File: config.mk
export PLATFORM = sky130hd
export DESIGN_NAME = crypto_control
export DESIGN_NICKNAME = d
export VERILOG_FILES = /design/src/sm_iface_pkg.sv /design/src/crypto_ctrl_pkg.sv /design/src/sm_command_sequencer.sv /design/src/address_walker.sv /design/src/result_writeback.sv /design/src/crypto_control.sv
export SDC_FILE = /design/constraint.sdc
export NUM_CORES = 1
export LEC_CHECK = 0
export ABC_CLOCK_PERIOD_IN_PS = 3800
export BUFFER_PORTS_ARGS = -buffer_cell sky130_fd_sc_hd__buf_2
export CAP_MARGIN = 20
export CORE_MARGIN = 2
export CORE_UTILIZATION = 55
export CTS_BUF_LIST = sky130_fd_sc_hd__clkbuf_2
export DETAILED_ROUTE_END_ITERATION = 6
export PLACE_DENSITY_LB_ADDON = 0.05
export SLEW_MARGIN = 40
export SYNTH_ARGS = -nofsm -noshare
export SYNTH_HDL_FRONTEND = slang
export SYNTH_SLANG_ARGS = --single-unit
File: constraint.sdc
create_clock -name clk -period 3.8 [get_ports clk]
set_input_delay 0.38 -clock clk [delete_from_list [all_inputs] [get_ports clk]]
set_output_delay 0.38 -clock clk [all_outputs]
set_load 0.05 [all_outputs]
File: src/sm_iface_pkg.sv
`default_nettype none

package sm_iface_pkg;

    // processor word for addresses, register values and module ids
    typedef logic [15:0] word_t;

    // requests to the protection logic, answered on sm_data in the same cycle
    typedef enum logic [2:0] {
        req_none      = 3'd0,
        req_pub_start = 3'd1,
        req_pub_end   = 3'd2,
        req_sec_start = 3'd3,
        req_sec_end   = 3'd4,
        req_id        = 3'd5
    } sm_req_t;

endpackage

`default_nettype wire

File: src/crypto_ctrl_pkg.sv
`default_nettype none

package crypto_ctrl_pkg;

    // byte distance between consecutive words
    localparam sm_iface_pkg::word_t addr_step = 16'd2;

    // one-hot register file masks
    localparam sm_iface_pkg::word_t dest_r15 = 16'h8000;
    localparam sm_iface_pkg::word_t dest_pc  = 16'h0001;

    // byte enables for a full word write
    localparam logic [1:0] mb_wr_word = 2'b11;

    typedef enum logic [1:0] {
        res_fail     = 2'd0,
        res_id       = 2'd1,
        res_prev_id  = 2'd2,
        res_disabled = 2'd3
    } result_t;

    typedef enum logic [3:0] {
        st_idle       = 4'd0,
        st_check      = 4'd1,
        st_code_init1 = 4'd2,
        st_code_init2 = 4'd3,
        st_code_wipe  = 4'd4,
        st_data_init1 = 4'd5,
        st_data_init2 = 4'd6,
        st_data_wipe  = 4'd7,
        st_fail       = 4'd8,
        st_success    = 4'd9,
        st_wait       = 4'd10
    } state_t;

endpackage

`default_nettype wire

File: src/sm_command_sequencer.sv
`timescale 1ns/1ps
`default_nettype none

module sm_command_sequencer (
    input  logic                    clk,
    input  logic                    reset,
    input  logic                    start,
    input  logic                    cmd_disable,
    input  logic                    cmd_id,
    input  logic                    cmd_id_prev,
    input  sm_iface_pkg::word_t     pc,
    input  sm_iface_pkg::word_t     r15,
    input  sm_iface_pkg::word_t     sm_prev_id,
    input  logic                    sm_data_select_valid,
    input  logic                    sm_key_select_valid,
    input  logic                    range_done,
    output logic                    busy,
    output sm_iface_pkg::sm_req_t   sm_request,
    output sm_iface_pkg::word_t     sm_data_select,
    output logic                    range_base_load,
    output logic                    range_limit_load,
    output logic                    wipe,
    output logic                    result_strobe,
    output crypto_ctrl_pkg::result_t result_kind
);

    crypto_ctrl_pkg::state_t state;
    crypto_ctrl_pkg::state_t next_state;
    logic                    sel_valid;

    always_comb
    begin
        case (state)
            crypto_ctrl_pkg::st_idle:
                next_state = start ? crypto_ctrl_pkg::st_check : crypto_ctrl_pkg::st_idle;
            crypto_ctrl_pkg::st_check:
            begin
                if (!sel_valid)
                    next_state = crypto_ctrl_pkg::st_fail;
                else if (cmd_disable)
                    next_state = crypto_ctrl_pkg::st_code_init1;
                else if (cmd_id | cmd_id_prev)
                    next_state = crypto_ctrl_pkg::st_success;
                else
                    next_state = crypto_ctrl_pkg::st_fail;
            end
            crypto_ctrl_pkg::st_code_init1:
                next_state = crypto_ctrl_pkg::st_code_init2;
            crypto_ctrl_pkg::st_code_init2:
                next_state = crypto_ctrl_pkg::st_code_wipe;
            crypto_ctrl_pkg::st_code_wipe:
                next_state = range_done ? crypto_ctrl_pkg::st_data_init1
                                        : crypto_ctrl_pkg::st_code_wipe;
            crypto_ctrl_pkg::st_data_init1:
                next_state = crypto_ctrl_pkg::st_data_init2;
            crypto_ctrl_pkg::st_data_init2:
                next_state = crypto_ctrl_pkg::st_data_wipe;
            crypto_ctrl_pkg::st_data_wipe:
                next_state = range_done ? crypto_ctrl_pkg::st_success
                                        : crypto_ctrl_pkg::st_data_wipe;
            crypto_ctrl_pkg::st_success:
                next_state = cmd_disable ? crypto_ctrl_pkg::st_wait : crypto_ctrl_pkg::st_idle;
            default:
                next_state = crypto_ctrl_pkg::st_idle;
        endcase
    end

    always_ff @(posedge clk)
    begin
        if (reset)
            state <= crypto_ctrl_pkg::st_idle;
        else
            state <= next_state;
    end

    // validity is sampled on the edge that enters check
    always_ff @(posedge clk)
    begin
        if (reset)
            sel_valid <= 1'b0;
        else if (next_state == crypto_ctrl_pkg::st_check)
            sel_valid <= (!cmd_id | sm_data_select_valid) &
                         (!cmd_disable | sm_key_select_valid);
    end

    // outputs follow the state being entered
    always_comb
    begin
        busy             = 1'b1;
        sm_request       = sm_iface_pkg::req_none;
        range_base_load  = 1'b0;
        range_limit_load = 1'b0;
        wipe             = 1'b0;
        result_strobe    = 1'b0;
        result_kind      = crypto_ctrl_pkg::res_fail;

        case (next_state)
            crypto_ctrl_pkg::st_idle:
                busy = 1'b0;
            crypto_ctrl_pkg::st_code_init1:
            begin
                sm_request      = sm_iface_pkg::req_pub_start;
                range_base_load = 1'b1;
            end
            crypto_ctrl_pkg::st_code_init2:
            begin
                sm_request       = sm_iface_pkg::req_pub_end;
                range_limit_load = 1'b1;
            end
            crypto_ctrl_pkg::st_data_init1:
            begin
                sm_request      = sm_iface_pkg::req_sec_start;
                range_base_load = 1'b1;
            end
            crypto_ctrl_pkg::st_data_init2:
            begin
                sm_request       = sm_iface_pkg::req_sec_end;
                range_limit_load = 1'b1;
            end
            crypto_ctrl_pkg::st_code_wipe,
            crypto_ctrl_pkg::st_data_wipe:
                wipe = 1'b1;
            crypto_ctrl_pkg::st_fail:
                result_strobe = 1'b1;
            crypto_ctrl_pkg::st_success:
            begin
                // id answer is taken by the writeback in this cycle
                sm_request    = sm_iface_pkg::req_id;
                result_strobe = 1'b1;
                if (cmd_disable)
                    result_kind = crypto_ctrl_pkg::res_disabled;
                else if (cmd_id_prev)
                    result_kind = crypto_ctrl_pkg::res_prev_id;
                else
                    result_kind = crypto_ctrl_pkg::res_id;
            end
            default:
            begin
            end
        endcase
    end

    always_comb
    begin
        if (cmd_disable)
            sm_data_select = pc;
        else if (cmd_id)
            sm_data_select = r15;
        else if (cmd_id_prev)
            sm_data_select = sm_prev_id;
        else
            sm_data_select = '0;
    end

    a_idle_no_request: assert property (@(posedge clk) disable iff (reset)
        !busy |-> sm_request == sm_iface_pkg::req_none);

    a_cmd_onehot: assert property (@(posedge clk) disable iff (reset)
        start |-> $onehot({cmd_disable, cmd_id, cmd_id_prev}));

endmodule

`default_nettype wire

File: src/address_walker.sv
`timescale 1ns/1ps
`default_nettype none

module address_walker (
    input  logic                clk,
    input  logic                reset,
    input  logic                range_base_load,
    input  logic                range_limit_load,
    input  logic                wipe,
    input  sm_iface_pkg::word_t sm_data,
    output logic                range_done,
    output sm_iface_pkg::word_t mab,
    output logic                mb_en,
    output logic [1:0]          mb_wr
);

    sm_iface_pkg::word_t addr_ctr;
    sm_iface_pkg::word_t addr_limit;

    always_ff @(posedge clk)
    begin
        if (reset)
            addr_ctr <= '0;
        else if (range_base_load)
            addr_ctr <= sm_data;
        else if (wipe)
            addr_ctr <= addr_ctr + crypto_ctrl_pkg::addr_step;
    end

    always_ff @(posedge clk)
    begin
        if (reset)
            addr_limit <= '0;
        else if (range_limit_load)
            addr_limit <= sm_data;
    end

    // range end is exclusive
    assign range_done = addr_ctr >= addr_limit;

    // zero word writes, data side is fixed at zero
    assign mab   = addr_ctr;
    assign mb_en = wipe;
    assign mb_wr = wipe ? crypto_ctrl_pkg::mb_wr_word : 2'b00;

    a_wr_needs_en: assert property (@(posedge clk) disable iff (reset)
        (mb_wr != 2'b00) |-> mb_en);

endmodule

`default_nettype wire

File: src/result_writeback.sv
`timescale 1ns/1ps
`default_nettype none

module result_writeback (
    input  logic                     clk,
    input  logic                     reset,
    input  logic                     result_strobe,
    input  crypto_ctrl_pkg::result_t result_kind,
    input  sm_iface_pkg::word_t      r15,
    input  sm_iface_pkg::word_t      sm_data,
    input  sm_iface_pkg::word_t      sm_prev_id,
    output logic                     stat_wr,
    output logic                     reg_write,
    output sm_iface_pkg::word_t      dest_reg,
    output sm_iface_pkg::word_t      reg_data_out
);

    sm_iface_pkg::word_t dest_val;
    sm_iface_pkg::word_t data_val;

    always_comb
    begin
        case (result_kind)
            crypto_ctrl_pkg::res_id:
            begin
                dest_val = crypto_ctrl_pkg::dest_r15;
                data_val = sm_data;
            end
            crypto_ctrl_pkg::res_prev_id:
            begin
                dest_val = crypto_ctrl_pkg::dest_r15;
                data_val = sm_prev_id;
            end
            // return address goes back to pc
            crypto_ctrl_pkg::res_disabled:
            begin
                dest_val = crypto_ctrl_pkg::dest_pc;
                data_val = r15;
            end
            default:
            begin
                dest_val = crypto_ctrl_pkg::dest_r15;
                data_val = '0;
            end
        endcase
    end

    // one cycle register file write
    always_ff @(posedge clk)
    begin
        if (reset | !result_strobe)
        begin
            reg_write    <= 1'b0;
            dest_reg     <= '0;
            reg_data_out <= '0;
        end
        else
        begin
            reg_write    <= 1'b1;
            dest_reg     <= dest_val;
            reg_data_out <= data_val;
        end
    end

    assign stat_wr = result_strobe;

    a_dest_onehot: assert property (@(posedge clk) disable iff (reset)
        reg_write |-> $onehot(dest_reg));

endmodule

`default_nettype wire

File: src/crypto_control.sv
`timescale 1ns/1ps
`default_nettype none

module crypto_control (
    input  logic                  clk,
    input  logic                  reset,
    input  logic                  start,
    input  logic                  cmd_disable,
    input  logic                  cmd_id,
    input  logic                  cmd_id_prev,
    input  sm_iface_pkg::word_t   pc,
    input  sm_iface_pkg::word_t   r15,
    input  sm_iface_pkg::word_t   sm_data,
    input  sm_iface_pkg::word_t   sm_prev_id,
    input  logic                  sm_data_select_valid,
    input  logic                  sm_key_select_valid,
    output logic                  busy,
    output sm_iface_pkg::sm_req_t sm_request,
    output sm_iface_pkg::word_t   sm_data_select,
    output logic                  mb_en,
    output logic [1:0]            mb_wr,
    output sm_iface_pkg::word_t   mab,
    output logic                  reg_write,
    output sm_iface_pkg::word_t   dest_reg,
    output sm_iface_pkg::word_t   reg_data_out,
    output logic                  stat_wr
);

    logic                     range_base_load;
    logic                     range_limit_load;
    logic                     wipe;
    logic                     range_done;
    logic                     result_strobe;
    crypto_ctrl_pkg::result_t result_kind;

    sm_command_sequencer u_seq (
        .clk                  (clk),
        .reset                (reset),
        .start                (start),
        .cmd_disable          (cmd_disable),
        .cmd_id               (cmd_id),
        .cmd_id_prev          (cmd_id_prev),
        .pc                   (pc),
        .r15                  (r15),
        .sm_prev_id           (sm_prev_id),
        .sm_data_select_valid (sm_data_select_valid),
        .sm_key_select_valid  (sm_key_select_valid),
        .range_done           (range_done),
        .busy                 (busy),
        .sm_request           (sm_request),
        .sm_data_select       (sm_data_select),
        .range_base_load      (range_base_load),
        .range_limit_load     (range_limit_load),
        .wipe                 (wipe),
        .result_strobe        (result_strobe),
        .result_kind          (result_kind)
    );

    address_walker u_walker (
        .clk              (clk),
        .reset            (reset),
        .range_base_load  (range_base_load),
        .range_limit_load (range_limit_load),
        .wipe             (wipe),
        .sm_data          (sm_data),
        .range_done       (range_done),
        .mab              (mab),
        .mb_en            (mb_en),
        .mb_wr            (mb_wr)
    );

    result_writeback u_wb (
        .clk           (clk),
        .reset         (reset),
        .result_strobe (result_strobe),
        .result_kind   (result_kind),
        .r15           (r15),
        .sm_data       (sm_data),
        .sm_prev_id    (sm_prev_id),
        .stat_wr       (stat_wr),
        .reg_write     (reg_write),
        .dest_reg      (dest_reg),
        .reg_data_out  (reg_data_out)
    );

endmodule

`default_nettype wire

==> results.md <==
* PortBufs at 130
* EDFF count, synth at 0
* Syn avg cell area at 7.65 sq um
* DR WL/cell at 15.1 microns
* Crit start category: flip-flop
* Yosys top cell area share at 29.3%
* Synth top area cells: dfxtp_1 29%, a21oi_1 7.2%, nor2_1 6.7%, nand2_1 6.4%, ha_1 5.6%
* Worst path bufs/invs at 1
* Area Overhead vs Synth at 16.4%
* Rel. slew slack at 56.8%
* Die H at 87.4 microns
* P_leak at 0.00195 uW
* Initial Utilization at 56.6%
* Vias in the first global route at 3240
* Die width at 87.4 microns
* DRC Markers at 0
* Die area at 7640 sq um
* Clk pin slew, worst setup/hold paths at 300 ps
* # hold bufs at CTS at 0
* H-tree depth at 2
* Final period utilization at 83.6%
* Synth Area in XOR/XNOR at 0%
* Crit. Startpoint: u_walker.mab[13]$_SDFFE_PP0P_
* CTS tree: built
* GRT Total Usage at 26.1%
* Worst-path maximum fanout at 8
* ANT cells at 0
* Post-CTS Setup Bufs at 0
* Yosys Warn Count at 0
* FP Rows at 30
* Most numerous cell on the critical path: nor3_1
* Status: completed
* Worst Setup End Kind: output pin
* Clock Skew at 18.5 ps
* Main combinational cell family by area after synthesis: simple AND/OR/NAND/NOR gates
* Crit-path slowest cell: dfxtp_1
* Max stage delay on crit path at 440 ps
* Setup Viol. Count Final at 0
* Most common cell in the netlist: nor2_1
* Placeable Area at 6760 sq um
* Setup WS pre-CTS at 1020 ps
* First-pass GRT wire length at 15.9 mm
* Total Nets Final at 694
* Largest net degree at the start of global routing at 35
* Antenna violations before repair at 0
* Reg-to-reg critical path startpoint: u_walker.mab[13]$_SDFFE_PP0P_
* Vias per Instance at 5.60
* Clock Sinks at 56
* Crit Path Class: reg -> out
* Synth Flop Type: dfxtp_1
* FF+latch count, synth at 56
* Post-synthesis mux area share at 5.00%
* Synth Area in Compound Gates at 23.9%
* Measured slew at the worst slew-check pin at 646 ps
* Hold Path Class: in -> reg
* Power per Cell Area at 308 nW/um^2
* CP Cell Sequence: ha_1 -> nand4_2 -> nor3_1 -> nor3_2 -> nand3_4 -> nand2_1 -> mux2_2 -> nor3_1 -> buf_2
* Gpl congestion at 0.915
* CP Data Arrival Time at 2800 ps
* First-pass DRT Iterations at 6
* Most frequent cells after synthesis: 68 x nor2_1, 65 x nand2_1, 56 x dfxtp_1
* DP HPWL at 7.81 mm
* Fmax at 0.315 GHz
* GRT overflow at 0
* Post-CTS Resized at 0
* Worst path required time at 3420 ps
* Post-Syn Instances at 500
* Hold Path Origin: r15[0]
* Synth Area in Adders at 5.56%
* DRT iter0 DRCs at 207
* # IOs at 145
* Yosys cell types at 58
* Cell area after synthesis at 3830 sq um
* Clk buf depth at 2
* Delay-heaviest family, CP: simple AND/OR/NAND/NOR gates
* Layout cell share with drive strength beyond 1 at 30.2%
* Routed WL at 10.3 mm
* Clock Latency Late Sink at 470 ps
* Worst ir drop on vdd at 0.000173 V
* Sequential element share of the synthesized area at 29.3%
* Worst setup margin at 622 ps
* Max-slew violation count at 0
* Max_cap viols at 0
* DRT antenna net count at 0
* Final hold vios at 0
* Post-layout min period at 3180 ps
* Fraction of the mapped netlist area in simple logic gates at 26.5%
* Total CTS buffers at 5
* Setup_tns at 0 ps
* FFs w/ async S/R, synth at 0%
* Root buffer cell: clkbuf_2
* DR vias at 3841
* Unrepaired setup endpoints after global routing: false
* Area leader, netlist: dfxtp_1
kinds of logic (layout without fill, tap and decap cells):
kind of cell	after synthesis	after routing
multiplexers	19	19
AND/OR/NAND/NOR	208	208
AO/OA/AOI/OAI	126	126
buffers and inverters	73	166
other	1	14
flip-flops	56	56
adder cells (fa/ha/maj)	17	17
path summary, 6_finish.rpt:
| kind | slack, ps | cells past startpoint | end |
|---|---|---|---|
| worst min register to register | 540 | 2 | u_walker.addr_limit[2]$_SDFFE_PP0P_ |
| worst max-delay path | 620 | 9 | sm_request[1] |
| worst max register to register | 1040 | 8 | u_wb.reg_data_out[7]$_SDFF_PN0_ |
| worst min-delay path | 130 | 3 | u_wb.reg_data_out[0]$_SDFF_PN0_ |
cell type report:
class                           count  area (sq um)
Fill cell                         647          2300
Tap cell                           80           100
Multi-Input combinational cell    384          2390
Inverter                           24          90.1
Clock buffer                        5          25.0
Clock inverter                      3          42.5
Sequential cell                    56          1120
Timing Repair Buffer              134           681
worst min-delay path: stages:
cell and delay [ps]:
buf_2 100, nor2_1 80, a311oi_1 50
through the flow:
step	utilization (%)	hold slack, ps	instances	total power (uW)	area [sq um]
after floorplan	-	460	513	973	3870
after global placement	64.8	473	678	1060	4380
after detailed placement	64.9	485	678	1070	4380
after CTS	65.9	131	686	1380	4450
after global routing	65.9	121	686	1440	4450
final	65.9	134	686	1370	4450
power by group:
part	switching [uW]	leakage [uW]	internal (uW)
Sequential	18.7	0.000452	605
Combinational	313	0.00146	124
Clock	202	0.0000390	109
per-layer routing:
layer | vias up | track usage, % | part of all wire (%) | wire, microns
li1 | 1933 | - | - | -
met1 | 1737 | 37.5 | 45 | 4660
met2 | 158 | 41.6 | 46 | 4750
met3 | 13 | 3.60 | 7.4 | 763
met4 | 0 | 5.87 | 1.5 | 155
met5 | - | 0 | 0 | 0
placed cells by master (no fill, tap or decap), drive strengths merged, types with 2 or more instances in the layout:
cell type	synthesis	layout
a211oi	2	2
a21oi	55	55
a311oi	16	16
a31oi	3	3
buf	30	134
clkbuf	19	5
conb	1	14
dfxtp	56	56
ha	17	17
inv	24	24
mux2i	18	18
nand2	65	65
nand2b	20	20
nand3	11	11
nand4	4	4
nor2	70	70
nor3	17	17
nor4	4	4
o2111ai	2	2
o211ai	2	2
o21ai	22	22
o22ai	16	16
or2	5	5
or3	4	4
No activity file was read; power rests on OpenSTA's default activity.
